$ cat src/dup_mem_config.svh
`ifndef DUP_MEM_CONFIG_SVH
`define DUP_MEM_CONFIG_SVH

// data word and address space
`define DUP_WIDTH      16
`define DUP_BITADDR    5
`define DUP_NUMADDR    (1 << `DUP_BITADDR)

// one storage copy per read port
`define DUP_NUMRDPT    2
`define DUP_BITPORT    1

`define DUP_SRAM_DELAY 2  // read latency of a copy in cycles

`define DUP_NUMRBNK    4
`define DUP_BITRBNK    2

// physical address is copy index above the row
`define DUP_BITPADR    (`DUP_BITPORT + `DUP_BITADDR)

`endif
$ cat src/dup_mem_pkg.sv
`include "dup_mem_config.svh"

package dup_mem_pkg;

  typedef enum logic [1:0] {
    OP_IDLE,
    OP_CLEAR,
    OP_WRITE
  } mem_op_e;

  typedef enum logic {
    INIT_CLEAR,
    INIT_RUN
  } init_state_e;

  typedef struct packed {
    mem_op_e                 op;
    logic [`DUP_BITADDR-1:0] addr;
    logic [`DUP_WIDTH-1:0]   data;
  } wr_cmd_t;

  typedef struct packed {
    logic                    vld;
    logic [`DUP_BITADDR-1:0] addr;
  } rd_req_t;

  typedef struct packed {
    logic                    vld;
    logic [`DUP_WIDTH-1:0]   data;
    logic [`DUP_BITPADR-1:0] padr;
  } rd_rsp_t;

endpackage

$ cat src/dup_mem_top.sv
`timescale 1ns/1ps
`include "dup_mem_config.svh"

module dup_mem_top (
  input  logic                                     clk,
  input  logic                                     reset,
  input  logic                                     write,
  input  logic [`DUP_BITADDR-1:0]                  wr_adr,
  input  logic [`DUP_WIDTH-1:0]                    din,
  input  logic [`DUP_NUMRDPT-1:0]                  read,
  input  logic [`DUP_NUMRDPT-1:0][`DUP_BITADDR-1:0] rd_adr,
  input  logic                                     refr,
  output logic                                     ready,
  output dup_mem_pkg::rd_rsp_t                     rd_rsp [`DUP_NUMRDPT],
  output logic                                     refr_strobe,
  output logic [`DUP_BITRBNK-1:0]                  refr_bank
);
  import dup_mem_pkg::*;

  wr_cmd_t               wr_cmd;
  rd_req_t               rd_req  [`DUP_NUMRDPT];
  logic [`DUP_WIDTH-1:0] rd_data [`DUP_NUMRDPT];

  dup_init_seq u_init_seq (
    .clk    (clk),
    .reset  (reset),
    .write  (write),
    .wr_adr (wr_adr),
    .din    (din),
    .ready  (ready),
    .wr_cmd (wr_cmd)
  );

  // each read port owns a full copy of the array
  for (genvar p = 0; p < `DUP_NUMRDPT; p++) begin : g_port
    assign rd_req[p].vld  = read[p] & ready;  // reads are dropped during init
    assign rd_req[p].addr = rd_adr[p];

    dup_sram_copy u_copy (
      .clk     (clk),
      .wr_cmd  (wr_cmd),
      .rd_req  (rd_req[p]),
      .rd_data (rd_data[p])
    );

    dup_read_return #(
      .PORT_ID (p)
    ) u_return (
      .clk     (clk),
      .reset   (reset),
      .rd_req  (rd_req[p]),
      .rd_data (rd_data[p]),
      .rd_rsp  (rd_rsp[p])
    );
  end

  dup_refresh_sched u_refresh (
    .clk         (clk),
    .reset       (reset),
    .refr        (refr),
    .refr_strobe (refr_strobe),
    .refr_bank   (refr_bank)
  );

endmodule

$ cat src/dup_refresh_sched.sv
`timescale 1ns/1ps
`include "dup_mem_config.svh"

module dup_refresh_sched (
  input  logic                    clk,
  input  logic                    reset,
  input  logic                    refr,
  output logic                    refr_strobe,
  output logic [`DUP_BITRBNK-1:0] refr_bank
);

  logic                    refr_q;
  logic [`DUP_BITRBNK-1:0] bank_ptr;
  logic                    ptr_wrap;

  assign ptr_wrap = (bank_ptr == `DUP_BITRBNK'(`DUP_NUMRBNK - 1));

  // the pulse is captured first and the strobe issued on the next edge
  always_ff @(posedge clk) begin
    if (reset) begin
      refr_q <= 1'b0;
    end else begin
      refr_q <= refr;
    end
  end

  always_ff @(posedge clk) begin
    if (reset) begin
      refr_strobe <= 1'b0;
      refr_bank   <= '0;
      bank_ptr    <= '0;
    end else begin
      refr_strobe <= refr_q;
      if (refr_q) begin
        refr_bank <= bank_ptr;  // bank holds until the next refresh
        bank_ptr  <= ptr_wrap ? '0 : bank_ptr + 1'b1;
      end
    end
  end

endmodule

$ cat src/dup_read_return.sv
`timescale 1ns/1ps
`include "dup_mem_config.svh"

module dup_read_return #(
  parameter int PORT_ID = 0
) (
  input  logic                  clk,
  input  logic                  reset,
  input  dup_mem_pkg::rd_req_t  rd_req,
  input  logic [`DUP_WIDTH-1:0] rd_data,
  output dup_mem_pkg::rd_rsp_t  rd_rsp
);

  localparam logic [`DUP_BITPORT-1:0] PORT_SEL = `DUP_BITPORT'(PORT_ID);

  logic [`DUP_SRAM_DELAY:0]                    vld_pipe;
  logic [`DUP_SRAM_DELAY:0][`DUP_BITADDR-1:0]  adr_pipe;

  // valid bits walk alongside the copy's read pipeline
  always_ff @(posedge clk) begin
    if (reset) begin
      vld_pipe <= '0;
    end else begin
      vld_pipe[0] <= rd_req.vld;
      for (int i = 1; i <= `DUP_SRAM_DELAY; i++) begin
        vld_pipe[i] <= vld_pipe[i-1];
      end
    end
  end

  always_ff @(posedge clk) begin
    adr_pipe[0] <= rd_req.addr;
    for (int i = 1; i <= `DUP_SRAM_DELAY; i++) begin
      adr_pipe[i] <= adr_pipe[i-1];
    end
  end

  assign rd_rsp.vld  = vld_pipe[`DUP_SRAM_DELAY];
  assign rd_rsp.data = rd_rsp.vld ? rd_data : '0;  // stale pipeline data stays hidden
  assign rd_rsp.padr = {PORT_SEL, adr_pipe[`DUP_SRAM_DELAY]};

endmodule

$ cat src/dup_sram_copy.sv
`timescale 1ns/1ps
`include "dup_mem_config.svh"

module dup_sram_copy (
  input  logic                  clk,
  input  dup_mem_pkg::wr_cmd_t  wr_cmd,
  input  dup_mem_pkg::rd_req_t  rd_req,
  output logic [`DUP_WIDTH-1:0] rd_data
);
  import dup_mem_pkg::*;

  logic [`DUP_WIDTH-1:0] mem [`DUP_NUMADDR];

  // stage 0 holds the array word and the last of the delay stages feeds the port
  logic [`DUP_SRAM_DELAY:0][`DUP_WIDTH-1:0] rd_pipe;

  always_ff @(posedge clk) begin
    case (wr_cmd.op)
      OP_CLEAR: begin
        mem[wr_cmd.addr] <= '0;
      end
      OP_WRITE: begin
        mem[wr_cmd.addr] <= wr_cmd.data;
      end
      default: begin
      end
    endcase
  end

  // the array is sampled before a same-edge write lands, so a colliding
  // read returns the old word
  always_ff @(posedge clk) begin
    if (rd_req.vld) begin
      rd_pipe[0] <= mem[rd_req.addr];
    end
    for (int i = 1; i <= `DUP_SRAM_DELAY; i++) begin
      rd_pipe[i] <= rd_pipe[i-1];
    end
  end

  assign rd_data = rd_pipe[`DUP_SRAM_DELAY];

endmodule

$ cat src/dup_init_seq.sv
`timescale 1ns/1ps
`include "dup_mem_config.svh"

module dup_init_seq (
  input  logic                    clk,
  input  logic                    reset,
  input  logic                    write,
  input  logic [`DUP_BITADDR-1:0] wr_adr,
  input  logic [`DUP_WIDTH-1:0]   din,
  output logic                    ready,
  output dup_mem_pkg::wr_cmd_t    wr_cmd
);
  import dup_mem_pkg::*;

  init_state_e             state;
  init_state_e             state_nxt;
  logic [`DUP_BITADDR-1:0] clr_cnt;
  logic                    clr_last;

  assign clr_last = &clr_cnt;  // address space is a power of two

  always_comb begin
    state_nxt = state;
    case (state)
      INIT_CLEAR: state_nxt = clr_last ? INIT_RUN : INIT_CLEAR;
      INIT_RUN:   state_nxt = INIT_RUN;
      default:    state_nxt = INIT_CLEAR;
    endcase
  end

  always_ff @(posedge clk) begin
    if (reset) begin
      state   <= INIT_CLEAR;
      clr_cnt <= '0;
    end else begin
      state <= state_nxt;
      if (state == INIT_CLEAR) begin
        clr_cnt <= clr_cnt + 1'b1;
      end
    end
  end

  // one command feeds every copy, so all copies see the same writes
  always_comb begin
    wr_cmd.op   = OP_IDLE;
    wr_cmd.addr = wr_adr;
    wr_cmd.data = din;
    if (state == INIT_CLEAR) begin
      wr_cmd.op   = OP_CLEAR;
      wr_cmd.addr = clr_cnt;
      wr_cmd.data = '0;
    end else if (write) begin
      wr_cmd.op = OP_WRITE;
    end
  end

  assign ready = (state == INIT_RUN);

endmodule

$ cat config.mk
export PLATFORM = sky130hd
export DESIGN_NAME = dup_mem_top
export DESIGN_NICKNAME = d
export VERILOG_FILES = /design/src/dup_mem_pkg.sv /design/src/dup_mem_top.sv /design/src/dup_refresh_sched.sv /design/src/dup_read_return.sv /design/src/dup_sram_copy.sv /design/src/dup_init_seq.sv
export VERILOG_INCLUDE_DIRS = /design/src /design/src/src
export SDC_FILE = /design/constraint.sdc
export NUM_CORES = 1
export LEC_CHECK = 0
export CORE_MARGIN = 10
export CORE_UTILIZATION = 36
export CTS_CLUSTER_SIZE = 20
export DETAILED_ROUTE_END_ITERATION = 10
export DONT_BUFFER_PORTS = 1
export HOLD_SLACK_MARGIN = 0.15
export PLACE_DENSITY = 0.48
export SYNTH_ARGS = -nofsm -noshare
export SYNTH_HDL_FRONTEND = slang
export SYNTH_SLANG_ARGS = --single-unit
$ cat constraint.sdc
create_clock -name clk -period 2.8 [get_ports clk]
set_input_delay 0.14 -clock clk [delete_from_list [all_inputs] [get_ports clk]]
set_output_delay 0.14 -clock clk [all_outputs]
set_load 0.05 [all_outputs]
# Word level (Yosys, flattened, before mapping)
# Memories as Yosys holds them, arrays and structs flattened. A register that Yosys moved wholly into a read port is not among the register bits.
# Index checks and enable logic that the tools add are counted.
[word_totals]
mem_count = 2
inputBits = 37
elab_cells = 45
out_inout_bits = 50
reg_bits = 112
ram_bits = 1024
[mem_list]
columns = ["name", "depth", "width", "read_ports", "rd_clocked_by_memory_dff", "write_ports", "line_no", "rtl"]
rows = [
  ["g_port[0].u_copy.mem", 32, 16, 1, 1, 1, "dup_sram_copy.sv:12", "logic [`DUP_WIDTH-1:0] mem [`DUP_NUMADDR];"],
  ["g_port[1].u_copy.mem", 32, 16, 1, 1, 1, "dup_sram_copy.sv:12", ""],
]
[classes]
reduce_logical = 1
n_bitwise = 5
eq_ne = 3
muxes = 14
n_addsub = 2
[ops]
columns = ["op", "count"]
rows = [
  ["2-to-1 mux 16 bit", 4],
  ["2-to-1 mux 21 bit", 1],
  ["2-to-1 mux 2 bit", 3],
  ["adder 5 x 1 -> 5 bit, second input constant", 1],
  ["2-to-1 mux 1 bit", 5],
  ["AND reduction 5 bit", 1],
  ["== test 2 bit, second input constant", 2],
  ["adder 2 x 1 -> 2 bit, second input constant", 1],
  ["AND 1 bit", 2],
  ["== test 2 x 1 -> 1 bit, second input constant", 1],
  ["OR 1 bit", 2],
  ["case mux 1 bit (2 select lines)", 1],
  ["inverter 1 bit", 1],
]

# Logic depth before layout (Yosys ltp)
[logic_depth]
word_depth = 6
depth_mapped = 8
depth_no_buf = 5

# Cells and area by module
# From an unflattened synthesis, not the netlist that was laid out.
[hier_totals]
hier_cells = 2586
hier_area_um2 = 44960.6
[modules_own_cells]
columns = ["mod", "n_inst", "seq_area_each_um2", "area_each_um2", "cells_per_inst"]
rows = [
  ["dup_sram_copy", 2, 16495.8, 21580.7, 1212],
  ["dup_read_return", 2, 360.3, 561.8, 46],
  ["dup_init_seq", 1, 120.1, 449.2, 49],
  ["dup_refresh_sched", 1, 120.1, 214.0, 19],
  ["dup_mem_top", 1, 0.0, 12.5, 2],
]

# Worst setup path after synthesis
# Ideal clock, no wire load.
[synth_path]
path_type = "reg2reg"
startpoint = "reg u_init_seq.state, in the netlist u_init_seq.ready"
endpoint = "mem g_port[1].u_copy.mem[4][0] in the netlist's numbering (enable)"
arrival_time_ns = 2.173
period_less_slack_ns = 2.561
setup_ns = 0.388
stages_incl_launch_ff = 7
setup_slack_ns = 0.239
path_cell_list = "dfxtp_1 > buf_2 > buf_2 > nand2_1 > o22ai_1 > nand2_1 > nor2_1"
[synth_between]
elab_chain_cells = 5
[synth_lines]
columns = ["element", "line_no", "rtl"]
rows = [
  ["start, declared", "dup_init_seq.sv:15", "init_state_e state;"],
  ["start signal, assigned", "dup_init_seq.sv:36", "state <= state_nxt;"],
  ["2-to-1 mux 2 bit", "dup_init_seq.sv:48", "if (state == INIT_CLEAR) begin"],
  ["== test 2 x 1 -> 1 bit / == test 2 bit (equally long branches)", "dup_sram_copy.sv:18", "case (wr_cmd.op)"],
  ["2-to-1 mux 1 bit", "dup_sram_copy.sv:18", ""],
  ["2-to-1 mux 1 bit (on tied branches)", "dup_sram_copy.sv:20, dup_sram_copy.sv:23", ""],
  ["OR 1 bit (no line)", "n/a", ""],
  ["end, declared", "dup_sram_copy.sv:12", ""],
]
# Several ways; a longest one is shown, not always the timed one.

# Worst setup path after layout
[layout_path]
startpoint = "reg u_init_seq.state, in the netlist u_init_seq.ready"
endpoint = "mem g_port[0].u_copy.mem[25][0] in the netlist's numbering, data pin"
[layout_between]
elab_chain_cells = 5
[layout_lines]
columns = ["element", "line_no", "rtl"]
rows = [
  ["2-to-1 mux 2 bit", "dup_init_seq.sv:48", ""],
  ["== test 2 bit", "dup_sram_copy.sv:18", ""],
  ["2-to-1 mux 1 bit", "dup_sram_copy.sv:18", ""],
  ["2-to-1 mux 1 bit (not written as such)", "dup_sram_copy.sv:23", "mem[wr_cmd.addr] <= wr_cmd.data;"],
  ["2-to-1 mux 16 bit (no line) (*)", "n/a", ""],
  ["end, declared", "dup_sram_copy.sv:12", ""],
]
# Mark *: on every way between the ends. The rest lies on a longest branch, timed or not.

==> flow_results.org <==
** Synth
- The synthesized design contains 544 enable-type register cells.
- Post-synthesis sequential area ratio :: 0.646
- Yosys instantiated no cell more often than sky130_fd_sc_hd__edfxtp_1.
- When the netlist entered floorplanning its net count stood at roughly 2,000.
- Per-instance average area after synthesis :: 14.6 µm²
- The largest total area in the synthesized netlist belongs to sky130_fd_sc_hd__edfxtp_1.
- Flip-flop and latch count after synthesis :: 656
- The Yosys step of the flow raised 0 warnings.
- Fraction of post-synthesis cell area in the top cell type by area :: 0.568
- By count the netlist is led by 544 x sky130_fd_sc_hd__edfxtp_1, 519 x sky130_fd_sc_hd__mux2i_1, 128 x sky130_fd_sc_hd__a22oi_1.
- The synthesized netlist contains 36 unique library cells.
- Synthesis handed over a netlist of a little under 2,000 instances.
- After synthesis, the share of flip-flops with an asynchronous set or reset is 0.
- Syn Std Cell Area :: 0.0288 mm²
- Among all flip-flop cells after synthesis, the most frequent one is sky130_fd_sc_hd__edfxtp_1.
- By area the synthesized netlist is led by sky130_fd_sc_hd__edfxtp_1 57%, sky130_fd_sc_hd__mux2i_1 18%, sky130_fd_sc_hd__dfxtp_1 7.8%.

** Drt
- Summed over all nets, wire length on met3 after detailed routing comes to between 4000 and 5000 µm.
- For this block, wires on met1 add up to 39,100 µm.
- In the routed layout, each cell is associated on average with a via count of 5.57.
- Met2 wirelength from detailed routing :: about 47,000 µm
- In the final routed layout, each cell accounts on average for 30.0 µm.
- Summing over every cut layer, the via total after detailed routing is 17,344.
- Total length of routed wires :: 93,500 µm
- The pre-antenna-repair detailed-routing pass consisted of 5 iterations.
- Routed signal wires occupy layers up through met4.
- The count of nets left with antenna violations once routing finished came out at 0.
- Number of remaining DRC errors :: 0
- Number of design-rule violations left by the first detailed-router iteration :: 1,376

** Placement
- Port buffering added 0 buffers.
- GP Congestion :: 0.825
- HPWL after detailed placement :: 58,000 µm
- Pre-CTS setup slack :: 0.497 ns

** Timing
- Timing would allow up to 0.441 GHz.
- Setup Total Neg Slack :: 0 ns
- Worst hold slack :: 0.161 ns
- Worst Max-Slew Pin Slew :: ~1.3 ns
- Clock skew on the completed layout was measured at 0.0179 ns.
- The final-report hold violation count is 0.
- The worst pin sits at a relative slew slack of 0.166.
- Of the available clock period, the critical path in the final layout requires 0.810.
- Setup repair after global routing missed its margin :: no
- Slew Viols, Final :: 0
- The worst path in the final design needs a cycle of around 2.3 ns, including I/O delays and setup.
- Fin worst setup slack :: 0.532 ns
- Setup violation total in the final timing report :: 0

** Critical path
- Together, buffers and inverters on the worst path number 3.
- Critical Path End Type :: flip-flop
- Startpoint class of the critical path :: flip-flop
- Along the worst path, the maximum fanout reaches 33.
- Slowest library cell on the worst path :: sky130_fd_sc_hd__dlygate4sd3_1
- On the worst path, the slowest cell contributes a delay of 0.60 ns.
- Data required time at the worst endpoint :: roughly 3.2 ns
- STA puts the critical path data arrival time at roughly 2.7 ns.
- Delay-heaviest family, CP :: buffers and inverters
- Walking the worst path, the cells encountered are buf_4, and3_1, dlygate4sd3_1, buf_12.
- By startpoint and endpoint, the worst setup path is classified as reg2reg.

** Global route
- The first global-routing pass estimated between 100,000 and 150,000 µm of wire.
- The number of antenna violations at the first check in global routing came to 5.
- Sum of overflow across all layers after global routing :: 0
- Entering global routing, the biggest net connects 257 pins.
- The number of global-route vias before repair came to roughly 18,000.
- For this run, the total global-route usage over all layers was measured as 0.200.

** Finish
- Area used by sequential logic in the layout :: 0.0186 mm²
- Synth-to-Final Area Change :: 12.8%
- The multi-input combinational cells in the finished layout cover a total of approximately 0.0091 mm².
- After filler insertion, the fill cell instance count of the layout stands at roughly 7,300.
- In the final layout, the share of cells above drive strength 1 is 0.116.
- At the end of the flow, the number of nets in the layout was approximately 2,000.

** Clock tree
- After clock tree synthesis, the clock-pin slew on the worst setup and hold paths is 0.06 ns.
- Clock buffer count from CTS :: 75
- Count of instances resized after the clock tree is built :: 0
- The clock reaches the later pin of the worst-skew pair after 0.61 ns.
- Num Clock Sinks :: 656
- The H-tree generated during clock tree synthesis spans 3 levels.
- The clock passes through at most 3 buffers.
- TritonCTS built the clock tree.
- Root buffer selected by CTS :: sky130_fd_sc_hd__clkbuf_16

** Run
- Reported max-cap violation count :: 0

** Pwr
- Power density over cell area :: 660 mW/mm²
- Total power for the finished layout comes to between 20 and 25 mW.
- Worst IR Drop VDD :: 0.425 mV
- In this run the static leakage power is 11.8 nW.

** Status
- The run finished with clean final reports.

** Floorplanning
- The initial utilization of the core area, before any placement, comes to 0.364.
- The die covers 0.0917 mm².
- The floorplan has between 100 and 150 rows.
- In this run the count of I/O pins placed on the die edge is 87.
- Overall die width :: around 300 µm
- The die is approximately 300 µm tall.
- Total core area :: 0.0791 mm²

** Min path
- Type of the worst min-delay path :: in2reg
-- layout make-up --
cell class,count,share of cell area
clock inverter,25,0.00528
sequential,656,0.572
antenna,1,0.0000771
multi-input combinational,1156,0.282
clock buffer,113,0.0689
timing repair buffer,113,0.0311
tap,1050,0.0405
inverter,2,0.000231
-- flip-flops by register name, indices dropped and copies added, names as in the netlist --
signal                    cells
u_init_seq.clr_cnt            5
u_refresh.refr_strobe         1
u_refresh.bank_ptr            2
u_init_seq.ready              1
g_port.u_return.adr_pipe     20
g_port.u_return.vld_pipe      6
g_port.u_copy.rd_pipe        64
u_refresh.refr_bank           2
u_refresh.refr_q              1
g_port.u_copy.mem           512
g_port.u_return.rd_rsp       10
g_port.u_copy.rd_data        32
-- what timing repair did --
item	CTS	global route
endpoints found under the hold margin	243	0
hold buffers	24	0
setup buffers	0	0
-- final timing paths --
check | from | endpoint | slack (ns) | depth (start not counted)
max | u_init_seq.ready$_SDFF_PP0_ | g_port[0].u_copy.mem[25][0]$_DFFE_PP_ | 0.53 | 4
min | write | g_port[1].u_copy.mem[11][13]$_DFFE_PP_ | 0.16 | 2
max reg2reg | u_init_seq.ready$_SDFF_PP0_ | g_port[0].u_copy.mem[25][0]$_DFFE_PP_ | 0.53 | 4
min reg2reg | g_port[0].u_return.adr_pipe[6]$_DFF_P_ | g_port[0].u_return.rd_rsp[1]$_DFF_P_ | 0.32 | 0
-- placed cells by master (no fill, tap or decap), types with 33 or more instances in the layout --
master | Yosys | final
sky130_fd_sc_hd__a22o_1 | 64 | 64
sky130_fd_sc_hd__edfxtp_1 | 544 | 544
sky130_fd_sc_hd__nand2_1 | 77 | 77
sky130_fd_sc_hd__buf_4 | 53 | 81
sky130_fd_sc_hd__nor3_1 | 33 | 33
sky130_fd_sc_hd__clkbuf_16 | 0 | 82
sky130_fd_sc_hd__nand3_1 | 64 | 64
sky130_fd_sc_hd__a22oi_1 | 128 | 128
sky130_fd_sc_hd__dfxtp_1 | 112 | 111
sky130_fd_sc_hd__a21oi_1 | 67 | 67
sky130_fd_sc_hd__mux2i_1 | 519 | 519
sky130_fd_sc_hd__and2_1 | 36 | 34
-- worst register-to-register path, delay by kind of cell, from the launching register on --
kind	cells	cell delay [ns]
and+or+nand+nor	1	0.20
buffers and inverters	3	1.24
DFF	1	0.56
-- power by group --
part           switching (mW)  leakage, nW  internal [mW]
clock network            3.97         1.19           5.56
registers              0.0812         5.58           10.6
logic                   0.753         4.99          0.494
total                    4.81         11.8           16.6
-- cell families after synthesis --
| kind of cell | synth area share |
|---|---|
| multiplexers | 0.181 |
| AND/OR/NAND/NOR | 0.0577 |
| flip-flops | 0.646 |
| XOR/XNOR | 0.000913 |
| AO/OA/AOI/OAI | 0.0728 |
| adder cells (fa/ha/maj) | 0.00130 |
| other | 0.000261 |
| buffers and inverters | 0.0406 |
-- per-stage QoR --
stage               cell area [µm²]   util  instances
floorplan                     28800      -       1969
global route                  32500  0.410       3115
finish                        32500  0.410       3116
detailed placement            29800  0.377       2953
global placement              29800  0.377       2953
CTS                           32500  0.410       3115
-- layer usage --
metal,GRT usage,up-vias
met2,0.343,488
met1,0.250,9018
li1,-,7714
met4,0.0804,0
met5,0,-
met3,0.0294,124
Note: power is estimated with default switching activity, not from simulation.
